--- config.mk ---
export PLATFORM = sky130hd
export DESIGN_NAME = knn_sort
export DESIGN_NICKNAME = d
export VERILOG_FILES = /design/src/pcl_ctrl_pkg.sv /design/src/pcl_geom_pkg.sv /design/src/knn_sort.sv
export SDC_FILE = /design/constraint.sdc
export NUM_CORES = 1
export LEC_CHECK = 0
export BUFFER_PORTS_ARGS = -buffer_cell sky130_fd_sc_hd__buf_2
export CAP_MARGIN = 25
export CORE_UTILIZATION = 35
export CTS_BUF_LIST = sky130_fd_sc_hd__clkbuf_16
export CTS_CLUSTER_SIZE = 28
export DETAILED_ROUTE_END_ITERATION = 8
export GPL_TIMING_DRIVEN = 1
export PLACE_DENSITY = 0.48
export SLEW_MARGIN = 20
export SYNTH_ARGS = -nofsm -noshare
export SYNTH_HDL_FRONTEND = slang
export SYNTH_SLANG_ARGS = --single-unit
--- constraint.sdc ---
create_clock -name clk -period 17.5 [get_ports clk]
set_input_delay 0 -clock clk [delete_from_list [all_inputs] [get_ports clk]]
set_output_delay 0 -clock clk [all_outputs]
set_load 0.02 [all_outputs]
--- src/pcl_ctrl_pkg.sv ---
// Controller and buffer constants
package pcl_ctrl_pkg;

    // ==================================================================
    // Points and buffer layout
    // ==================================================================
    localparam int MAX_POINTS = 64;
    typedef logic [$clog2(MAX_POINTS)-1:0] idx_t;

    localparam int ADDR_WIDTH = 7;
    typedef logic [ADDR_WIDTH-1:0] addr_t;
    localparam int MEM_DEPTH = 2 ** ADDR_WIDTH;
    // Distance words sit above the coordinates
    localparam addr_t DIST_BASE = addr_t'(64);
    // Coordinate word, distance uses the low bits
    localparam int MEM_WIDTH = 48;

    // ==================================================================
    // Sorter and arbiter
    // ==================================================================
    localparam int MAX_K = 8;
    typedef logic [3:0] k_t;

    localparam int NUM_REQ = 3;
    typedef logic [$clog2(NUM_REQ)-1:0] req_t;
    localparam req_t REQ_HOST = req_t'(0);
    localparam req_t REQ_CRD = req_t'(1);
    localparam req_t REQ_DIST = req_t'(2);

    // Controller FSM
    typedef enum logic [2:0] {
        IDLE, CENTER, LOOP, DRAIN, EMIT, FINISH
    } ctr_state_t;

endpackage

--- src/pcl_geom_pkg.sv ---
// Point geometry types
package pcl_geom_pkg;

    // ==================================================================
    // Coordinates
    // ==================================================================

    // One unsigned component
    localparam int CRD_WIDTH = 16;
    // x, y, z
    localparam int CRD_DIM = 3;

    // Packed point, x in the low bits
    typedef logic [CRD_WIDTH*CRD_DIM-1:0] crd_t;

    // ==================================================================
    // Squared distances
    // ==================================================================

    // Three squared 16-bit differences fit in 34 bits
    localparam int DIST_WIDTH = 34;

    typedef logic [DIST_WIDTH-1:0] dist_t;

    // Stands in for a distance not yet known
    localparam dist_t DIST_MAX = '1;

endpackage
--- src/knn_sort.sv ---
// Top-K insertion sorter
`timescale 1ns/1ps

module knn_sort (
    input  logic                   clk,
    input  logic                   rst_n,
    input  pcl_ctrl_pkg::k_t       cfg_k,
    input  logic                   ent_vld,
    input  pcl_geom_pkg::dist_t    ent_dist,
    input  pcl_ctrl_pkg::idx_t     ent_idx,
    input  logic                   ent_flush,
    input  logic                   ent_flush_final,
    output logic                   ent_rdy,
    output logic                   out_vld,
    output pcl_ctrl_pkg::idx_t     out_idx,
    output logic                   out_last,
    input  logic                   out_rdy
);

    // Ascending list, slot 0 nearest
    pcl_geom_pkg::dist_t lst_d [pcl_ctrl_pkg::MAX_K];
    pcl_ctrl_pkg::idx_t lst_i [pcl_ctrl_pkg::MAX_K];
    pcl_ctrl_pkg::k_t cnt, base, pos, len, ocnt, olen;
    logic emitting, final_q, beat_last, grp_done, take;

    // ==================================================================
    // Output stream
    // ==================================================================
    assign out_vld = emitting;
    assign out_idx = lst_i[ocnt[2:0]];
    assign beat_last = ocnt == olen - 1'b1;
    assign grp_done = emitting & out_rdy & beat_last;
    assign out_last = emitting & final_q & beat_last;
    // Reopen in the same cycle as the closing beat
    assign ent_rdy = ~emitting | grp_done;
    assign take = ent_vld & ent_rdy;

    // List counts as empty once its group is out
    assign base = grp_done ? '0 : cnt;
    assign len = (cfg_k < base) ? cfg_k : base;

    // Insert behind equal distances
    always_comb begin
        pos = '0;
        for (int i = 0; i < pcl_ctrl_pkg::MAX_K; i++) begin
            if (pcl_ctrl_pkg::k_t'(i) < base && lst_d[i] <= ent_dist) begin
                pos = pos + 1'b1;
            end
        end
    end

    // ==================================================================
    // Count and emit control
    // ==================================================================
    always_ff @(posedge clk or negedge rst_n) begin
        if (!rst_n) begin
            cnt <= '0;
            ocnt <= '0;
            olen <= '0;
            emitting <= 1'b0;
            final_q <= 1'b0;
        end else begin
            if (take) begin
                // Saturates, the tail falls off
                cnt <= (base == pcl_ctrl_pkg::MAX_K) ? base : base + 1'b1;
            end else if (grp_done) begin
                cnt <= '0;
            end
            if (ent_flush && ent_rdy) begin
                emitting <= len != '0;
                ocnt <= '0;
                olen <= len;
                final_q <= ent_flush_final;
            end else if (emitting && out_rdy) begin
                if (beat_last) begin
                    emitting <= 1'b0;
                end else begin
                    ocnt <= ocnt + 1'b1;
                end
            end
        end
    end

    // Shift the larger entries down one slot
    always_ff @(posedge clk) begin
        if (take) begin
            for (int i = 1; i < pcl_ctrl_pkg::MAX_K; i++) begin
                if (pcl_ctrl_pkg::k_t'(i) > pos) begin
                    lst_d[i] <= lst_d[i-1];
                    lst_i[i] <= lst_i[i-1];
                end
            end
            if (pos < pcl_ctrl_pkg::MAX_K) begin
                lst_d[pos[2:0]] <= ent_dist;
                lst_i[pos[2:0]] <= ent_idx;
            end
        end
    end

endmodule

==> results.md <==
- Clk_lat worst skew: 0.57 ns
- Top delay family on crit path: compound AO/OA/AOI/OAI gates
- Final Slew Violations: 0
- Synth unique cells: between 70 and 80
- CP max FO: 27
- Final hold slack: 0.248 ns
- Final WS setup: roughly 7.6 ns
- Main synth FF type: edfxtp_1
- PD cells: between 100 and 150 nW/um^2
- Status: finished, final reports clean
- Endpoint type of the worst setup path: flop
- CTS sink count: about 330
- Worst VDD drop: approximately 100 uV
- Buf+Inv Stages, Crit Path: 5
- Antenna Nets Post-Route: 0
- Clock Tree Buf Depth: 3
- Crit path arrival time: just over 10 ns
- DRC violations left: 0
- Worst slew pin tran: between 1 and 1.5 ns
- H-tree levels: 2
- Setup WS pre-CTS: approximately 7.4 ns
- RSZ-0062 raised after global routing: no
- CP startpoint kind: primary input
- Core area: 59,500 sq um
- Die Ht: between 200 and 250 microns
- Skew final: around 0.018 ns
- Post-DP HPWL: between 40 and 50 mm
- Worst EP required: 17.81 ns
- Async SR Flop Fraction: 4.19%
- # diodes: 0
- Layout cell share with drive strength beyond 1: a little over a quarter
- Final Cycle Share: between 50% and 60%
- Synth Area per Inst: 13.1 sq um
- Routability cong.: roughly 0.89
- Static leakage: ~9.5 nW
- Routed len/inst: 24.4 microns
- Initial core utilization: around 36%
- Fin. Hold Viols: 0
- Final #Nets: about 2.1k
- Vias/cell: approximately 5.5
- PortBufs: a little under 60
- Commonest non-fill, non-tap cells in the layout: 320 x edfxtp_1, 286 x ha_1, 281 x mux2_2, 92 x a21oi_1, 74 x nand2_1
- Antenna violations before repair: 0
- Critical path's most frequent cell: ha_1
- Syn_nets: just under 2k
- FF-to-FF Start: lst_d[0][1]
- Area grow syn2layout: 15.4%
- HP Start: ent_idx[0]
- Worst Hold Class: primary input to flop
- Reg clk slew, reported paths: approximately 0.060 ns
- Standard-cell rows: 89
- Setup bufs post-CTS: 0
- Critical Path Start: ent_dist[1]
- Total of max-cap violations: 0
- Synth warnings: 0
- Largest net degree at the start of global routing: 31
- Die width: roughly 250 microns
- TritonCTS clock tree: built
- Via count: about 14k
- Initial drt markers: slightly above 800
- Total gr overflow: 0
- Die area: 61,700 sq um
- First-pass GRT wire length: 94.8 mm
- Most common cell after layout, fill and taps aside: edfxtp_1
- Slew margin rel.: 27.8%
- Vias in the first global route: between 10k and 15k
- Kind of critical path: primary input to flop
- Setup violations, final: 0
- Top Ports: 59
- CP peak stage delay: about 0.77 ns
- Cell at the slowest stage of the critical path: and4bb_2
- Seq/Total Area, Yosys: 46.9%
- Synthesized area: about 21,000 sq um
- FMAX: 101 MHz
- CTS Buf Count: approximately 40
- EDFF count, synth: between 300 and 400
- Setup TNS: 0 ns
- Tot GR Track Use: 20.8%
- Fin crit period: 9.86 ns
- Tot Pwr: 3.37 mW
- #FFs+latches synth: around 330
- DRT Pass-1 Iters: 4
- Fill count: approximately 5.6k
- Gate Count Post-Synth: between 1.5k and 2k
- Clock root cell: clkbuf_16
- WL final: roughly 63 mm
[metrics by stage]
stage               area [sq um]  util (%)  instances
finish                     24500      41.2       2567
global route               24500      41.2       2567
CTS                        24500      41.1       2565
detailed placement         22500      37.8       2437
global placement           22500      37.8       2436
floorplan                  21200         -       1617
[power breakdown]
part | leakage (nW) | internal, mW | total (mW) | switching [mW]
clock | 0.719 | 0.565 | 0.929 | 0.364
combinational | 5.69 | 0.518 | 1.26 | 0.737
sequential | 3.05 | 1.09 | 1.18 | 0.0962
[metal layers]
metal | share of wire [%] | GRT usage, %
met3 | 3.1 | 2.38
met2 | 45 | 32.9
met5 | 0 | 0
met1 | 49 | 30.0
met4 | 2.2 | 5.42
[what timing repair did]
action                                 in CTS  in global routing
hold buffers                               52                  0
gates resized for setup                     0                  0
endpoints found under the hold margin     340                  0
[sequential cells by signal, summed over array words and instances, names as in the netlist]
signal and flops:
lst_d 272, lst_i 48, cnt 4, ocnt 4
olen 4, final_q 1, out_vld 1
[cells by family after synthesis]
group           Yosys count  synth area share (%)
fa+ha+maj               286                  16.9
flops                   334                  46.9
buf+inv                  98                  2.26
compound gates          272                  8.27
xor+xnor                 20                  1.17
mux                     306                  16.8
simple gates            301                  7.72
[cell usage after synthesis (4+ instances only)]
cell	n	share of area [%]
edfxtp_1	320	45
o21a_1	17	0.60
clkbuf_1	4	0.071
a221oi_1	7	0.29
a21oi_1	92	2.2
o21ai_0	51	1.2
mux2_1	6	0.32
a211oi_1	10	0.35
a21o_1	41	1.4
nand2b_1	13	0.38
nand4_1	56	1.6
mux2_2	281	15
or3_1	6	0.18
nor2b_1	21	0.62
o22ai_1	4	0.12
nor4_1	7	0.21
nor3_1	18	0.42
or2_2	4	0.12
nand3_1	26	0.61
and3_1	7	0.21
a2111oi_0	5	0.21
buf_4	9	0.32
a31oi_1	4	0.12
and4_1	7	0.29
and2_1	5	0.15
dfrtp_1	14	1.6
mux2i_1	7	0.33
buf_6	8	0.42
buf_2	14	0.33
inv_1	60	1.1
nor2_1	40	0.71
xnor2_1	11	0.45
mux4_2	12	1.3
ha_1	286	17
nand2_1	74	1.3
o211ai_1	6	0.21
[worst paths after layout]
| kind | to | depth (start not counted) | slack [ns] |
|---|---|---|---|
| max | lst_d[2][12] | 39 | 7.64 |
| min | lst_i[0][0] | 2 | 0.25 |
| max reg2reg | lst_d[2][12] | 36 | 7.67 |
| min reg2reg | olen[1] | 2 | 0.52 |
| max in group asynchronous | cnt[0] | 3 | 16.50 |
| min in group asynchronous | ocnt[2] | 3 | 0.55 |
[area by class of cell]
cell class                      count  area [sq um]  share of cell area [%]
Multi-Input combinational cell   1185         10900                    44.3
Tap cell                          773           967                    3.95
Inverter                           60           225                   0.920
Timing Repair Buffer              139          1040                    4.25
Clock inverter                     33           372                    1.52
Clock buffer                       43          1080                    4.39
Sequential cell                   334          9960                    40.7
(Power assumes the default switching activity.)
