### src/pcl_ctrl_pkg.sv
// Controller and buffer constants
package pcl_ctrl_pkg;

    // ==================================================================
    // Points and buffer layout
    // ==================================================================
    localparam int MAX_POINTS = 64;
    typedef logic [$clog2(MAX_POINTS)-1:0] idx_t;

    localparam int ADDR_WIDTH = 7;
    typedef logic [ADDR_WIDTH-1:0] addr_t;
    localparam int MEM_DEPTH = 2 ** ADDR_WIDTH;
    // Distance words sit above the coordinates
    localparam addr_t DIST_BASE = addr_t'(64);
    // Coordinate word, distance uses the low bits
    localparam int MEM_WIDTH = 48;

    // ==================================================================
    // Sorter and arbiter
    // ==================================================================
    localparam int MAX_K = 8;
    typedef logic [3:0] k_t;

    localparam int NUM_REQ = 3;
    typedef logic [$clog2(NUM_REQ)-1:0] req_t;
    localparam req_t REQ_HOST = req_t'(0);
    localparam req_t REQ_CRD = req_t'(1);
    localparam req_t REQ_DIST = req_t'(2);

    // Controller FSM
    typedef enum logic [2:0] {
        IDLE, CENTER, LOOP, DRAIN, EMIT, FINISH
    } ctr_state_t;

endpackage

### src/glb_arb.sv
// Round-robin buffer arbiter
`timescale 1ns/1ps

module glb_arb (
    input  logic                                 clk,
    input  logic                                 rst_n,
    input  logic [pcl_ctrl_pkg::NUM_REQ-1:0]     req,
    input  logic [pcl_ctrl_pkg::NUM_REQ-1:0]     we,
    output logic [pcl_ctrl_pkg::NUM_REQ-1:0]     gnt,
    output logic [pcl_ctrl_pkg::NUM_REQ-1:0]     rvalid,
    input  pcl_ctrl_pkg::addr_t                  addr_host,
    input  pcl_ctrl_pkg::addr_t                  addr_crd,
    input  pcl_ctrl_pkg::addr_t                  addr_dist,
    input  logic [pcl_ctrl_pkg::MEM_WIDTH-1:0]   wdata_host,
    input  logic [pcl_ctrl_pkg::MEM_WIDTH-1:0]   wdata_dist,
    output logic                                 mem_en,
    output logic                                 mem_we,
    output pcl_ctrl_pkg::addr_t                  mem_addr,
    output logic [pcl_ctrl_pkg::MEM_WIDTH-1:0]   mem_wdata
);

    // Last granted requester, and the one picked this cycle
    pcl_ctrl_pkg::req_t last;
    pcl_ctrl_pkg::req_t sel;

    // ==================================================================
    // Rotating priority
    // ==================================================================
    // Scan from farthest to nearest after last, nearest hit wins
    always_comb begin
        int c;
        gnt = '0;
        sel = last;
        for (int i = pcl_ctrl_pkg::NUM_REQ; i >= 1; i--) begin
            c = (int'(last) + i) % pcl_ctrl_pkg::NUM_REQ;
            if (req[c]) begin
                gnt = '0;
                gnt[c] = 1'b1;
                sel = pcl_ctrl_pkg::req_t'(c);
            end
        end
    end

    // Winner's fields go straight to the buffer
    assign mem_en = |gnt;
    assign mem_we = |(gnt & we);
    assign mem_addr = (sel == pcl_ctrl_pkg::REQ_HOST) ? addr_host :
                      (sel == pcl_ctrl_pkg::REQ_CRD)  ? addr_crd : addr_dist;
    // Coordinate port is read-only
    assign mem_wdata = (sel == pcl_ctrl_pkg::REQ_HOST) ? wdata_host : wdata_dist;

    // Read data returns to its issuer one cycle later
    always_ff @(posedge clk or negedge rst_n) begin
        if (!rst_n) begin
            last <= pcl_ctrl_pkg::req_t'(pcl_ctrl_pkg::NUM_REQ - 1);
            rvalid <= '0;
        end else begin
            if (mem_en) begin
                last <= sel;
            end
            rvalid <= gnt & ~we;
        end
    end

endmodule

### config.mk
export PLATFORM = sky130hd
export DESIGN_NAME = glb_arb
export DESIGN_NICKNAME = d
export VERILOG_FILES = /design/src/pcl_ctrl_pkg.sv /design/src/glb_arb.sv
export SDC_FILE = /design/constraint.sdc
export NUM_CORES = 1
export LEC_CHECK = 0
export BUFFER_PORTS_ARGS = -buffer_cell sky130_fd_sc_hd__buf_2
export CORE_MARGIN = 8
export CORE_UTILIZATION = 32
export DETAILED_ROUTE_END_ITERATION = 12
export PLACE_DENSITY = 0.9
export SLEW_MARGIN = 20
export SYNTH_ARGS = -nofsm -noshare
export SYNTH_HDL_FRONTEND = slang
export SYNTH_SLANG_ARGS = --single-unit
### constraint.sdc
create_clock -name clk -period 3.3 [get_ports clk]
set_input_delay 0.165 -clock clk [delete_from_list [all_inputs] [get_ports clk]]
set_output_delay 0.165 -clock clk [all_outputs]
set_load 0.03 [all_outputs]
==> metrics, run 1 <==
number of nets in the layout 476; antenna violations before repair 2; Max clock buf depth 2; Syn Nets 286; Crit Path Category reg2out; Hold Path Class in2reg; Initial Util 32.9%; first-pass GRT wire length between 9 and 10 mm; count of final setup violators 0; Layout Utilization a little under three fifths; FFs w/ async S/R, synth between 90% and 100%; worst-path cell chain inv_1, ha_2, mux2i_4, nor2_2, o32a_1, o21ai_4, and2_4, buf_12, mux2_2, buf_2; critical path required time 3130 ps; Residual DRC 0; Boundary Pins 188; drt total wl 7.28 mm; fin crit period 3070 ps; slew margin rel. 73.3%; sequential fraction of the synthesis area approximately 9%; Post-Syn Instances roughly 160; TritonCTS sink count 5; Max FO, Critical Path 19; predominant post-synthesis flop cell dfrtp_1; Max Freq 0.326 GHz; DRT Pass-1 Iters 4; status finished, final reports clean; die extent in y 82.7 um; number of global-route vias before repair 1,977; Worst setup EP type output pin; CTS tree done; fillers about 370; RSZ-0062 raised after global routing false; initial DRC count 43; clk slew on worst S/H paths 30 ps; clock skew 0.948 ps; Netlist cell types 39; max_cap viols 0; GPL Wtd Cong between 0.8 and 0.9; Mapped Area 1420 um2; Layout area overhead 73.5%; die area 6840 um2; EDFF count, synth 0; Final Cell Area 2470 um2; Routed Antenna Nets 0; slowest cell on the critical path dfrtp_1; GRT overflow 0; Final TNS setup 0 ps; CTS Buf Count 3; pin count of the biggest net entering global routing 20; post-DP HPWL 6.47 mm; placed instance area 2380 um2; crit share post-route between 90% and 100%; final hold vios 0; Core Area 4320 um2; WP data arrival 2900 ps; routed len/inst approximately 18 um; GR Util All Layers between 15 and 20%; row count 24; YS warnings 0; Max H-tree Level 1; DR vias/cell 4.90; Clock Latency Late Sink around 220 ps; CTS root buf clkbuf_8; #FFs+latches synth 5; DR vias 1,959; Die X 82.7 um; PortBufs 187; layout cells sized above 1 around 73%; Worst Tran Pin Value about 400 ps; Worst setup SP type flip-flop; Crit path largest cell delay 420 ps; Pins Over Slew Limit 0; Avg Inst Size Synth 9.07 um2
-- cell usage in the layout, fill, tap and decap left out, types with 2 or more instances in the layout --
cell / Yosys / final
mux2i_1: 4 / 4
a31oi_1: 7 / 7
nor2_1: 16 / 16
buf_4: 2 / 5
dfrtp_1: 4 / 4
a221o_1: 2 / 2
mux2_2: 28 / 28
inv_1: 11 / 11
nand2_1: 18 / 18
ha_1: 4 / 2
a21oi_1: 2 / 2
nor2b_1: 3 / 3
nand2b_1: 2 / 2
a22o_1: 2 / 2
buf_12: 3 / 2
buf_2: 3 / 187
mux2_4: 20 / 20
ha_2: 0 / 2
clkbuf_8: 0 / 3
diode_2: 0 / 2
o21a_1: 3 / 3
o21ai_0: 3 / 3
-- synth_stat cells, types with 2 or more instances --
| library cell | count | area, um2 |
|---|---|---|
| mux2_4 | 20 | 300 |
| a221o_1 | 2 | 20.0 |
| a21oi_1 | 2 | 10.0 |
| buf_2 | 3 | 15.0 |
| a22o_1 | 2 | 17.5 |
| nor2_1 | 16 | 60.1 |
| nor2b_1 | 3 | 18.8 |
| buf_4 | 2 | 15.0 |
| o21ai_0 | 3 | 15.0 |
| dfrtp_1 | 4 | 100 |
| o21a_1 | 3 | 22.5 |
| mux2i_1 | 4 | 40.0 |
| nand2b_1 | 2 | 12.5 |
| nand2_1 | 18 | 67.6 |
| buf_12 | 3 | 60.1 |
| a31oi_1 | 7 | 43.8 |
| ha_1 | 4 | 50.1 |
| mux2_2 | 28 | 315 |
| inv_1 | 11 | 41.3 |
-- critical path: cells and delay by family, from the launching register on --
kind                       cells  cell delay [ps]
AOI/OAI and AO/OA              2              540
adders and majority gates      1              300
buffers and inverters          3              510
DFF                            1              420
muxes                          2              620
and+or+nand+nor                2              300
-- stage by stage --
step / worst slack, ps / std cells / hold WS (ps)
final: 230 / 400 / 112
after CTS: 18.5 / 397 / 110
after global placement: 342 / 392 / -19.4
after global routing: 135 / 399 / 115
after detailed placement: 258 / 392 / -16.4
after floorplan: 658 / 157 / -131
-- final timing paths --
check                                     from             endpoint  slack, ps  cells past startpoint
max in group asynchronous                rst_n  last[1]$_DFFE_PN1P_       2770                      2
setup reg to reg           last[1]$_DFFE_PN1P_  last[0]$_DFFE_PN0P_        770                      8
min in group asynchronous                rst_n  last[0]$_DFFE_PN0P_        320                      2
setup / recovery           last[0]$_DFFE_PN0P_        mem_wdata[15]        230                     10
hold reg to reg            last[1]$_DFFE_PN1P_  last[1]$_DFFE_PN1P_        610                      2
hold / removal                           we[2]  rvalid[2]$_DFF_PN0_        110                      2
-- registers in the layout (all words and copies together) (netlist names) --
register	cells
rvalid	3
last	2
-- per-layer routing --
layer	routed length, um	track usage (%)	vias up
met5	13	0	-
met2	3820	31.5	116
met4	65	5.00	2
met3	857	6.06	8
li1	-	-	944
met1	2520	19.4	889
-- kinds of logic (layout without fill, tap and decap cells) --
group	after synthesis	after routing	synth area share (%)
compound gates	30	30	16.0
flops	5	5	8.88
other cells	0	2	0
buf+inv	21	210	10.3
simple gates	44	44	13.7
fa+ha+maj	4	4	3.52
mux	53	53	47.6
-- repair_timing --
action                                 CTS  global route
endpoints found under the hold margin    5             0
buffers inserted                         0             1
setup endpoints to repair                0            32
gates resized for setup                  0             2
hold buffers                             1             0
-- cell type report --
| class | instances | area (um2) | share of cell area (%) |
|---|---|---|---|
| inverters | 11 | 41.3 | 1.67 |
| repair buffers | 195 | 1020 | 41.4 |
| flip-flops and latches | 5 | 126 | 5.12 |
| well taps | 52 | 65.1 | 2.63 |
| clock buffers | 4 | 45.0 | 1.82 |
| diodes | 2 | 5.00 | 0.203 |
| multi-input cells | 131 | 1160 | 47.1 |
Power of run 1 is left out: the tool's default activity adds up to more than one toggle a clock period on the data nets, which glitch-free logic cannot reach.
==> run 2: changes to the inputs <==
- PLACE_DENSITY: 0.9 -> 0.84
- SKIP_CTS_REPAIR_TIMING: not set -> 1
==> metrics, run 2 (synthesis gave the netlist of run 1 again) <==
most frequent cells in the layout 187 x buf_2, 28 x mux2_2, 20 x mux2_4 (unchanged); post-DP HPWL 6.17 mm (was 6.47 mm); crit share post-route 94.0% (was 93.0%); reg2reg setup slack 790 ps (was 770 ps); slew margin rel. 65.5% (was 73.3%); RSZ-0062 raised after global routing false (unchanged); commonest non-fill, non-tap cell in the layout buf_2 (unchanged); r2r startpoint last[1]$_DFFE_PN1P_ (unchanged); Crit Path Category reg2out (unchanged); status finished, final reports clean (unchanged); CTS tree done (unchanged); TritonCTS sink count 5 (unchanged); Boundary Pins 188 (unchanged); Max H-tree Level 1 (unchanged); Reg-to-Reg End last[1]$_DFFE_PN1P_ (was last[0]$_DFFE_PN0P_); initial DRC count 29 (was 43); Initial Util 32.9% (unchanged); clk slew on worst S/H paths 40 ps (was 30 ps); diode count 0 (was 2); max_cap viols 0 (unchanged); Final Cell Area 2450 um2 (was 2470 um2); GRT overflow 0 (unchanged); critical path required time 3130 ps (about the same); DR vias 1,920 (was 1,959); hold_ws 109 ps (was 112 ps); routed len/inst 17.5 um (was 18.2 um); clock skew 2.92 ps (was 0.948 ps); Clock Latency Late Sink 220 ps (about the same); die area 6840 um2 (unchanged); pin count of the biggest net entering global routing 23 (was 20); PortBufs 187 (unchanged); Hold Path Class in2reg (unchanged); fin crit period 3100 ps (was 3070 ps); Max Freq 0.322 GHz (was 0.326 GHz); drt total wl 6.96 mm (was 7.28 mm); WHS Endpoint rvalid[2]$_DFF_PN0_ (unchanged); Core Area 4320 um2 (unchanged); WP data arrival 2940 ps (was 2900 ps); Final TNS setup 0 ps (unchanged); hold path cells 2 (unchanged); HP Start we[2] (unchanged); antenna violations before repair 0 (was 2); DRT Pass-1 Iters 4 (unchanged); Worst setup SP type flip-flop (unchanged); placed instance area 2380 um2 (about the same); final hold vios 0 (unchanged); Largest Register rvalid (unchanged); Pins Over Slew Limit 0 (unchanged); DR vias/cell 4.84 (was 4.90); Die X 82.7 um (unchanged); GR Util All Layers 17.8% (was 17.7%); Layout area overhead 71.9% (was 73.5%); cells on worst reg2reg path 8 (unchanged); row count 24 (unchanged); count of final setup violators 0 (unchanged); first-pass GRT wire length 9.63 mm (was 9.57 mm); max reg flops 3 (unchanged); number of global-route vias before repair 2,009 (was 1,977); Max FO, Critical Path 12 (was 19); Worst setup EP type output pin (unchanged); die extent in y 82.7 um (unchanged); CTS root buf clkbuf_8 (unchanged); fillers 389 (was 372); Routed Antenna Nets 0 (unchanged); Worst Tran Pin Value 505 ps (was 396 ps); Max clock buf depth 2 (unchanged); Regs by FF count rvalid (3), last (2) (unchanged); Residual DRC 0 (unchanged); layout cells sized above 1 72.8% (was 73.4%); CTS Buf Count 3 (unchanged); number of nets in the layout 475 (was 476); GPL Wtd Cong 0.951 (was 0.845)
run 2: area by class of cell:
cell class	instances	area, um2	area share [%]
Sequential cell	5	126	5.16
Multi-Input combinational cell	132	1160	47.4
Clock buffer	4	45.0	1.84
Tap cell	52	65.1	2.66
Inverter	11	41.3	1.69
Timing Repair Buffer	193	1010	41.2
run 2: worst max-delay path by stage:
stage,startpoint,end,slack (ps),depth (start not counted)
2_1_floorplan,last[1]$_DFFE_PN1P_,mem_wdata[27],660,10
3_3_place_gp,last[1]$_DFFE_PN1P_,mem_wdata[24],330,9
3_5_place_dp,last[1]$_DFFE_PN1P_,mem_wdata[24],240,9
4_1_cts,last[1]$_DFFE_PN1P_,mem_wdata[24],5,9
5_1_grt,last[0]$_DFFE_PN0P_,mem_wdata[24],10,10
6_report,last[1]$_DFFE_PN1P_,mem_wdata[24],200,9
run 2: metrics by stage:
step	setup WS (ps)	instances	util [%]
2_1_floorplan	658	157	-
3_3_place_gp	329	391	55.1
3_5_place_dp	237	391	55.1
4_1_cts	4.52	395	56.1
5_1_grt	11.1	397	56.6
6_report	199	397	56.6
run 2: routing by layer:
| layer | global-route usage [%] | up-vias | wire [um] |
|---|---|---|---|
| met4 | 6.90 | 0 | 128 |
| met1 | 20.2 | 851 | 2500 |
| met3 | 6.17 | 12 | 824 |
| met2 | 29.8 | 115 | 3500 |
| met5 | 0 | - | 0 |
| li1 | - | 942 | - |
run 2: critical path, stage by stage (launching register included):
cell     delay, ps
dfstp_2        550
ha_2           290
mux2i_4        270
nor2_2          60
o32a_1         390
o21ai_4        170
and2_4         280
buf_12         170
mux2_2         330
buf_2          180
Power of run 2 is left out for the same reason.
