===== src/pcl_ctrl_pkg.sv =====
// Controller and buffer constants
package pcl_ctrl_pkg;

    // ==================================================================
    // Points and buffer layout
    // ==================================================================
    localparam int MAX_POINTS = 64;
    typedef logic [$clog2(MAX_POINTS)-1:0] idx_t;

    localparam int ADDR_WIDTH = 7;
    typedef logic [ADDR_WIDTH-1:0] addr_t;
    localparam int MEM_DEPTH = 2 ** ADDR_WIDTH;
    // Distance words sit above the coordinates
    localparam addr_t DIST_BASE = addr_t'(64);
    // Coordinate word, distance uses the low bits
    localparam int MEM_WIDTH = 48;

    // ==================================================================
    // Sorter and arbiter
    // ==================================================================
    localparam int MAX_K = 8;
    typedef logic [3:0] k_t;

    localparam int NUM_REQ = 3;
    typedef logic [$clog2(NUM_REQ)-1:0] req_t;
    localparam req_t REQ_HOST = req_t'(0);
    localparam req_t REQ_CRD = req_t'(1);
    localparam req_t REQ_DIST = req_t'(2);

    // Controller FSM
    typedef enum logic [2:0] {
        IDLE, CENTER, LOOP, DRAIN, EMIT, FINISH
    } ctr_state_t;

endpackage


===== src/pcl_geom_pkg.sv =====
// Point geometry types
package pcl_geom_pkg;

    // ==================================================================
    // Coordinates
    // ==================================================================

    // One unsigned component
    localparam int CRD_WIDTH = 16;
    // x, y, z
    localparam int CRD_DIM = 3;

    // Packed point, x in the low bits
    typedef logic [CRD_WIDTH*CRD_DIM-1:0] crd_t;

    // ==================================================================
    // Squared distances
    // ==================================================================

    // Three squared 16-bit differences fit in 34 bits
    localparam int DIST_WIDTH = 34;

    typedef logic [DIST_WIDTH-1:0] dist_t;

    // Stands in for a distance not yet known
    localparam dist_t DIST_MAX = '1;

endpackage

===== src/pcl_ctr.sv =====
// Sampling and grouping controller
`timescale 1ns/1ps

module pcl_ctr (
    input  logic                                 clk,
    input  logic                                 rst_n,
    // Configuration
    input  logic                                 cfg_vld,
    output logic                                 cfg_rdy,
    input  logic                                 cfg_mode,
    input  pcl_ctrl_pkg::idx_t                   cfg_nip,
    input  pcl_ctrl_pkg::idx_t                   cfg_nop,
    // Coordinate read port
    output logic                                 crd_req,
    output pcl_ctrl_pkg::addr_t                  crd_addr,
    input  logic                                 crd_gnt,
    input  logic                                 crd_rvalid,
    // Distance read and write-back port
    output logic                                 dist_req,
    output logic                                 dist_we,
    output pcl_ctrl_pkg::addr_t                  dist_addr,
    output logic [pcl_ctrl_pkg::MEM_WIDTH-1:0]   dist_wdata,
    input  logic                                 dist_gnt,
    input  logic                                 dist_rvalid,
    input  logic [pcl_ctrl_pkg::MEM_WIDTH-1:0]   rdata,
    // Sorter feed
    output logic                                 ent_vld,
    output pcl_geom_pkg::dist_t                  ent_dist,
    output pcl_ctrl_pkg::idx_t                   ent_idx,
    output logic                                 ent_flush,
    output logic                                 ent_flush_final,
    input  logic                                 ent_rdy
);

    pcl_ctrl_pkg::ctr_state_t state;
    pcl_ctrl_pkg::idx_t ctr_idx, pt_idx, out_cnt, max_idx;
    pcl_geom_pkg::crd_t ctr_crd;
    pcl_geom_pkg::dist_t sq, old, max_dist, opnd, new_min;
    // Per-point handshake progress
    logic c_req, c_wait, d_req, d_wait, sq_vld;
    logic first, emit_sent, in_loop, busy, proc_rdy, proc_done, last_grp;

    function automatic pcl_geom_pkg::dist_t sq_dist(input pcl_geom_pkg::crd_t a,
                                                    input pcl_geom_pkg::crd_t b);
        logic [pcl_geom_pkg::CRD_WIDTH-1:0] ca, cb, df;
        pcl_geom_pkg::dist_t acc;
        acc = '0;
        for (int d = 0; d < pcl_geom_pkg::CRD_DIM; d++) begin
            ca = a[d*pcl_geom_pkg::CRD_WIDTH +: pcl_geom_pkg::CRD_WIDTH];
            cb = b[d*pcl_geom_pkg::CRD_WIDTH +: pcl_geom_pkg::CRD_WIDTH];
            // Unsigned absolute difference
            df = (ca > cb) ? ca - cb : cb - ca;
            acc = acc + pcl_geom_pkg::dist_t'(df) * pcl_geom_pkg::dist_t'(df);
        end
        return acc;
    endfunction

    // ==================================================================
    // Datapath and port drive
    // ==================================================================
    assign cfg_rdy = state == pcl_ctrl_pkg::IDLE;
    assign in_loop = (state == pcl_ctrl_pkg::LOOP) || (state == pcl_ctrl_pkg::DRAIN);
    assign busy = c_req | c_wait | d_req | d_wait | sq_vld;
    // Point ready once its stored distance is back too
    assign proc_rdy = in_loop & sq_vld & ~d_req & ~d_wait;
    // First FPS pass ignores whatever the buffer holds
    assign opnd = first ? pcl_geom_pkg::DIST_MAX : old;
    assign new_min = (sq < opnd) ? sq : opnd;
    assign proc_done = proc_rdy & (cfg_mode ? ent_rdy : dist_gnt);
    assign last_grp = cfg_mode ? (ctr_idx == cfg_nip) : (out_cnt == cfg_nop);

    assign crd_req = c_req;
    assign crd_addr = (state == pcl_ctrl_pkg::CENTER) ? pcl_ctrl_pkg::addr_t'(ctr_idx)
                                                      : pcl_ctrl_pkg::addr_t'(pt_idx);
    // Same address for the read and the write-back
    assign dist_req = d_req | (proc_rdy & ~cfg_mode);
    assign dist_we = ~d_req;
    assign dist_addr = pcl_ctrl_pkg::DIST_BASE + pcl_ctrl_pkg::addr_t'(pt_idx);
    assign dist_wdata = {{(pcl_ctrl_pkg::MEM_WIDTH - pcl_geom_pkg::DIST_WIDTH){1'b0}}, new_min};

    // KNN entries from the loop, FPS pick from EMIT
    assign ent_vld = (proc_rdy & cfg_mode) |
                     ((state == pcl_ctrl_pkg::EMIT) & ~cfg_mode & ~emit_sent);
    assign ent_dist = in_loop ? sq : max_dist;
    assign ent_idx = in_loop ? pt_idx : max_idx;
    assign ent_flush = (state == pcl_ctrl_pkg::EMIT) & (cfg_mode | emit_sent);
    assign ent_flush_final = ent_flush & last_grp;

    // ==================================================================
    // FSM and loop control
    // ==================================================================
    always_ff @(posedge clk or negedge rst_n) begin
        if (!rst_n) begin
            state <= pcl_ctrl_pkg::IDLE;
            {c_req, c_wait, d_req, d_wait, sq_vld, first, emit_sent} <= '0;
            {ctr_idx, pt_idx, out_cnt, max_idx} <= '0;
            max_dist <= '0;
        end else begin
            // Read handshakes
            if (crd_gnt) begin
                c_req <= 1'b0;
                c_wait <= 1'b1;
            end
            if (crd_rvalid) begin
                c_wait <= 1'b0;
                sq_vld <= in_loop;
            end
            if (dist_gnt && d_req) begin
                d_req <= 1'b0;
                d_wait <= 1'b1;
            end
            if (dist_rvalid) begin
                d_wait <= 1'b0;
            end
            if (proc_done) begin
                sq_vld <= 1'b0;
                pt_idx <= pt_idx + 1'b1;
                // Strict test keeps the lowest index on ties
                if (!cfg_mode && new_min > max_dist) begin
                    max_dist <= new_min;
                    max_idx <= pt_idx;
                end
            end
            case (state)
                pcl_ctrl_pkg::IDLE: if (cfg_vld) begin
                    {ctr_idx, out_cnt, max_idx} <= '0;
                    max_dist <= '0;
                    first <= 1'b1;
                    // FPS starts by sending point 0
                    c_req <= cfg_mode;
                    state <= cfg_mode ? pcl_ctrl_pkg::CENTER : pcl_ctrl_pkg::EMIT;
                end
                pcl_ctrl_pkg::CENTER: if (crd_rvalid) begin
                    {pt_idx, max_idx} <= '0;
                    max_dist <= '0;
                    state <= pcl_ctrl_pkg::LOOP;
                end
                // One point in flight at a time
                pcl_ctrl_pkg::LOOP: if (!busy) begin
                    c_req <= 1'b1;
                    d_req <= ~cfg_mode & ~first;
                    if (pt_idx == cfg_nip) begin
                        state <= pcl_ctrl_pkg::DRAIN;
                    end
                end
                pcl_ctrl_pkg::DRAIN: if (!busy) begin
                    first <= 1'b0;
                    state <= pcl_ctrl_pkg::EMIT;
                end
                pcl_ctrl_pkg::EMIT: begin
                    if (ent_vld && ent_rdy) begin
                        emit_sent <= 1'b1;
                    end
                    if (ent_flush && ent_rdy) begin
                        emit_sent <= 1'b0;
                        if (last_grp) begin
                            state <= pcl_ctrl_pkg::FINISH;
                        end else begin
                            // Next center, the new FPS pick becomes it
                            c_req <= 1'b1;
                            ctr_idx <= cfg_mode ? ctr_idx + 1'b1 : max_idx;
                            out_cnt <= out_cnt + {5'd0, ~cfg_mode};
                            state <= pcl_ctrl_pkg::CENTER;
                        end
                    end
                end
                // Sorter ready again once the last beat goes out
                pcl_ctrl_pkg::FINISH: if (ent_rdy) begin
                    state <= pcl_ctrl_pkg::IDLE;
                end
                default: state <= pcl_ctrl_pkg::IDLE;
            endcase
        end
    end

    // Center coordinate, squared distance, stored minimum
    always_ff @(posedge clk) begin
        if (crd_rvalid) begin
            if (state == pcl_ctrl_pkg::CENTER) begin
                ctr_crd <= rdata;
            end else begin
                sq <= sq_dist(rdata, ctr_crd);
            end
        end
        if (dist_rvalid) begin
            old <= rdata[pcl_geom_pkg::DIST_WIDTH-1:0];
        end
    end

endmodule


===== config.mk =====
export PLATFORM = sky130hd
export DESIGN_NAME = pcl_ctr
export DESIGN_NICKNAME = d
export VERILOG_FILES = /design/src/pcl_ctrl_pkg.sv /design/src/pcl_geom_pkg.sv /design/src/pcl_ctr.sv
export SDC_FILE = /design/constraint.sdc
export NUM_CORES = 2
export LEC_CHECK = 0
export BUFFER_PORTS_ARGS = -buffer_cell sky130_fd_sc_hd__buf_2
export CELL_PAD_IN_SITES_DETAIL_PLACEMENT = 1
export CELL_PAD_IN_SITES_GLOBAL_PLACEMENT = 1
export CORE_MARGIN = 4
export CORE_UTILIZATION = 50
export DETAILED_ROUTE_END_ITERATION = 8
export HOLD_SLACK_MARGIN = 0.06
export PLACE_DENSITY = 0.81
export SLEW_MARGIN = 20
export SYNTH_ARGS = -nofsm -noshare
export SYNTH_HDL_FRONTEND = slang
export SYNTH_SLANG_ARGS = --single-unit

===== constraint.sdc =====
create_clock -name clk -period 19.4 [get_ports clk]
set_input_delay 3.88 -clock clk [delete_from_list [all_inputs] [get_ports clk]]
set_output_delay 3.88 -clock clk [all_outputs]
set_load 0.02 [all_outputs]

==> metrics <==
critical path's largest stage delay=0.85 ns; Crit. Startpoint=rdata[16]; number of hold violations in the final report=0; number of global-route vias before repair=32402; number of enable-type register cells in the synthesized netlist=116; worst min-delay path category=flip-flop to flip-flop; number of synthesized register bits=184; starting density of the core=0.507; vertical die dimension=278 um; total setup buffers inserted after CTS=0; proportion of synthesized chip area in sequential cells=0.142; die area=77400 um2; Critical Path Slowest Stage Cell=o21ai_2; Boundary Pins=178; Top Family by Delay on Critical Path=adder cells; nets=5143; final cycle utilization of the critical path=0.785; nature of the critical path endpoint=flip-flop; clock period minus final worst setup slack=15.22 ns; routed wire length=115000 um; highest net fanout along the worst path=23; register cell area after layout=5190 um2; synthesis-to-finish area growth=6.76%; register clock-pin slew on the reported worst setup and hold paths=0.10 ns; pin slew with the least headroom to its limit=1.16 ns; DR vias/cell=5.67; Synth Cell Area=36500 um2; fill cell total of the finished layout=8242; Post-Synthesis Mean Instance Area=9.29 um2; ys async rst share=0.370; maximum buffer depth of the clock tree=2; maximum number of pins on one net before global-route repair=72; primary flip-flop cell chosen by synthesis mapping=edfxtp_1; final cell utilization of the core=0.541; kind of critical path=primary input to flip-flop; CTS tree=yes; number of nets still failing antenna checks after routing=0; weighted congestion reported at the end of routability-driven placement=0.911; htree depth=4; startpoint of the most critical register-to-register path=ctr_crd[16]; cts bufs inserted=17; Sum Neg Setup Slack=0 ns; Total Routing Usage GR=0.302; insertion delay to the later sink of the worst-skew pair=0.51 ns; area inside the core boundary=72000 um2; Final setup violation count=0; cell repeated most along the worst path=fa_1; count of port buffers added during placement=161; maximum clock skew at final layout=0.0332 ns; worst min-delay path startpoint=c_wait; worst relative slew slack=0.225; antenna violations before repair=3; Crit path arrival time=15.45 ns; max-slew violation count=0; highest achievable clock rate=65.7 MHz; CTS sink cnt=184; HPWL reported at the end of detailed placement=98100 um; fraction of final layout cells sized beyond drive strength 1=0.0957; die span in x=278 um; number of placement rows=98; Maximum Capacitance Violations=0; First DRT Iteration DRCs=1802; required time at the worst-slack endpoint=19.63 ns; startpoint type of the worst setup path=primary input; status=finished clean; count of mapped cells out of synthesis=3928; GR Overflow Total=0; Ys Warns=0; RSZ-0062 raised after global routing=no; sum of buffers and inverters on the critical path=6; Avg WL per Cell=23.1 um; count of cell types in the netlist=89; first-pass iteration count of the detailed router=5; CTS Hold Bufs=0; Clock Root Buffer=clkbuf_16; number of instances resized during post-cts repair=0; number of vias after detailed routing=28307; global-route wire length before repair=182000 um; area used by multi-input combinational logic=27200 um2; post-route DRC violation count=0
-- cell type report --
type,count,area share
timing repair buffer,207,0.0295
tap,950,0.0305
clock inverter,15,0.00555
sequential,184,0.133
clock buffer,17,0.0109
inverter,956,0.0921
antenna,3,0.000193
multi-input combinational,2664,0.698
-- synth_stat cells (all sizes together), types with 27 or more instances --
master / number / area, um2
o21ai: 97 / 500
nand4: 31 / 215
buf: 72 / 433
mux2: 53 / 597
nor2: 425 / 1630
fa: 623 / 12500
dfrtp: 68 / 1700
nand2: 191 / 717
edfxtp: 116 / 3480
nand2b: 53 / 332
a21o: 54 / 405
mux2i: 27 / 270
a21oi: 126 / 638
inv: 949 / 3560
ha: 421 / 5270
o31ai: 44 / 335
nor3: 62 / 310
clkbuf: 67 / 251
or2: 36 / 225
xor2: 47 / 427
nand3: 70 / 350
xnor2: 63 / 597
-- placed cells by master, fill, tap and decap left out, types with 52 or more instances in the layout --
cell type	instances
inv_1	941
fa_1	623
ha_1	421
nor2_1	412
nand2_1	190
buf_2	161
a21oi_1	124
edfxtp_1	116
o21ai_0	94
nand3_1	70
dfrtp_1	67
nor3_1	62
a21o_1	54
xnor2_1	54
nand2b_1	53
mux2_2	52
-- registers in the layout, summed over array words and instances, names as in the netlist, 6 cells and up --
register and cells:
pt_idx 6, sq 34, ctr_crd 48, max_idx 6, old 34, ctr_idx 6
max_dist 34, out_cnt 6
-- layer usage --
layer | share of wire | up-vias | routed length [um] | track usage
met2 | 0.51 | 944 | 58500 | 0.536
met4 | 0.052 | 0 | 6000 | 0.142
met5 | 0 | - | 0 | 0
met1 | 0.38 | 14603 | 43800 | 0.360
met3 | 0.060 | 294 | 6970 | 0.0502
li1 | - | 12466 | - | -
-- stage by stage --
step	hold slack [ns]	area, um2	setup WS (ns)	instances
2_1_floorplan	0.460	36600	6.06	3943
3_3_place_gp	0.478	38300	4.09	4961
3_5_place_dp	0.510	38300	3.90	4961
4_1_cts	0.533	38900	4.40	4993
5_1_grt	0.570	39000	3.75	4995
6_report	0.521	39000	4.18	4996
-- final timing paths --
kind | endpoint | slack (ns) | cells after the start
max | sq[33] | 4.18 | 36
min | c_wait | 0.52 | 2
max reg2reg | sq[33] | 7.33 | 34
min reg2reg | c_wait | 0.52 | 2
max in group asynchronous | first | 15.14 | 2
min in group asynchronous | out_cnt[4] | 3.60 | 2
-- tightest hold or removal path: stages, from the launching register on --
cell and delay, ns:
dfrtp_1 0.36, nor2_1 0.04, nor2_1 0.08
-- cell families (layout without fill, tap and decap cells) --
| kind of cell | Yosys count | in the layout | share of synthesized area |
|---|---|---|---|
| other | 2 | 20 | 0.000206 |
| buffers and inverters | 1095 | 1195 | 0.117 |
| AO/OA/AOI/OAI | 466 | 466 | 0.0845 |
| AND/OR/NAND/NOR | 947 | 947 | 0.118 |
| adder cells (fa/ha/maj) | 1044 | 1044 | 0.486 |
| XOR/XNOR | 110 | 110 | 0.0280 |
| flip-flops | 184 | 184 | 0.142 |
| multiplexers | 80 | 80 | 0.0238 |
Power is not shown: default switching activity piles up to over one toggle a cycle in this logic, so the estimate is an artifact.
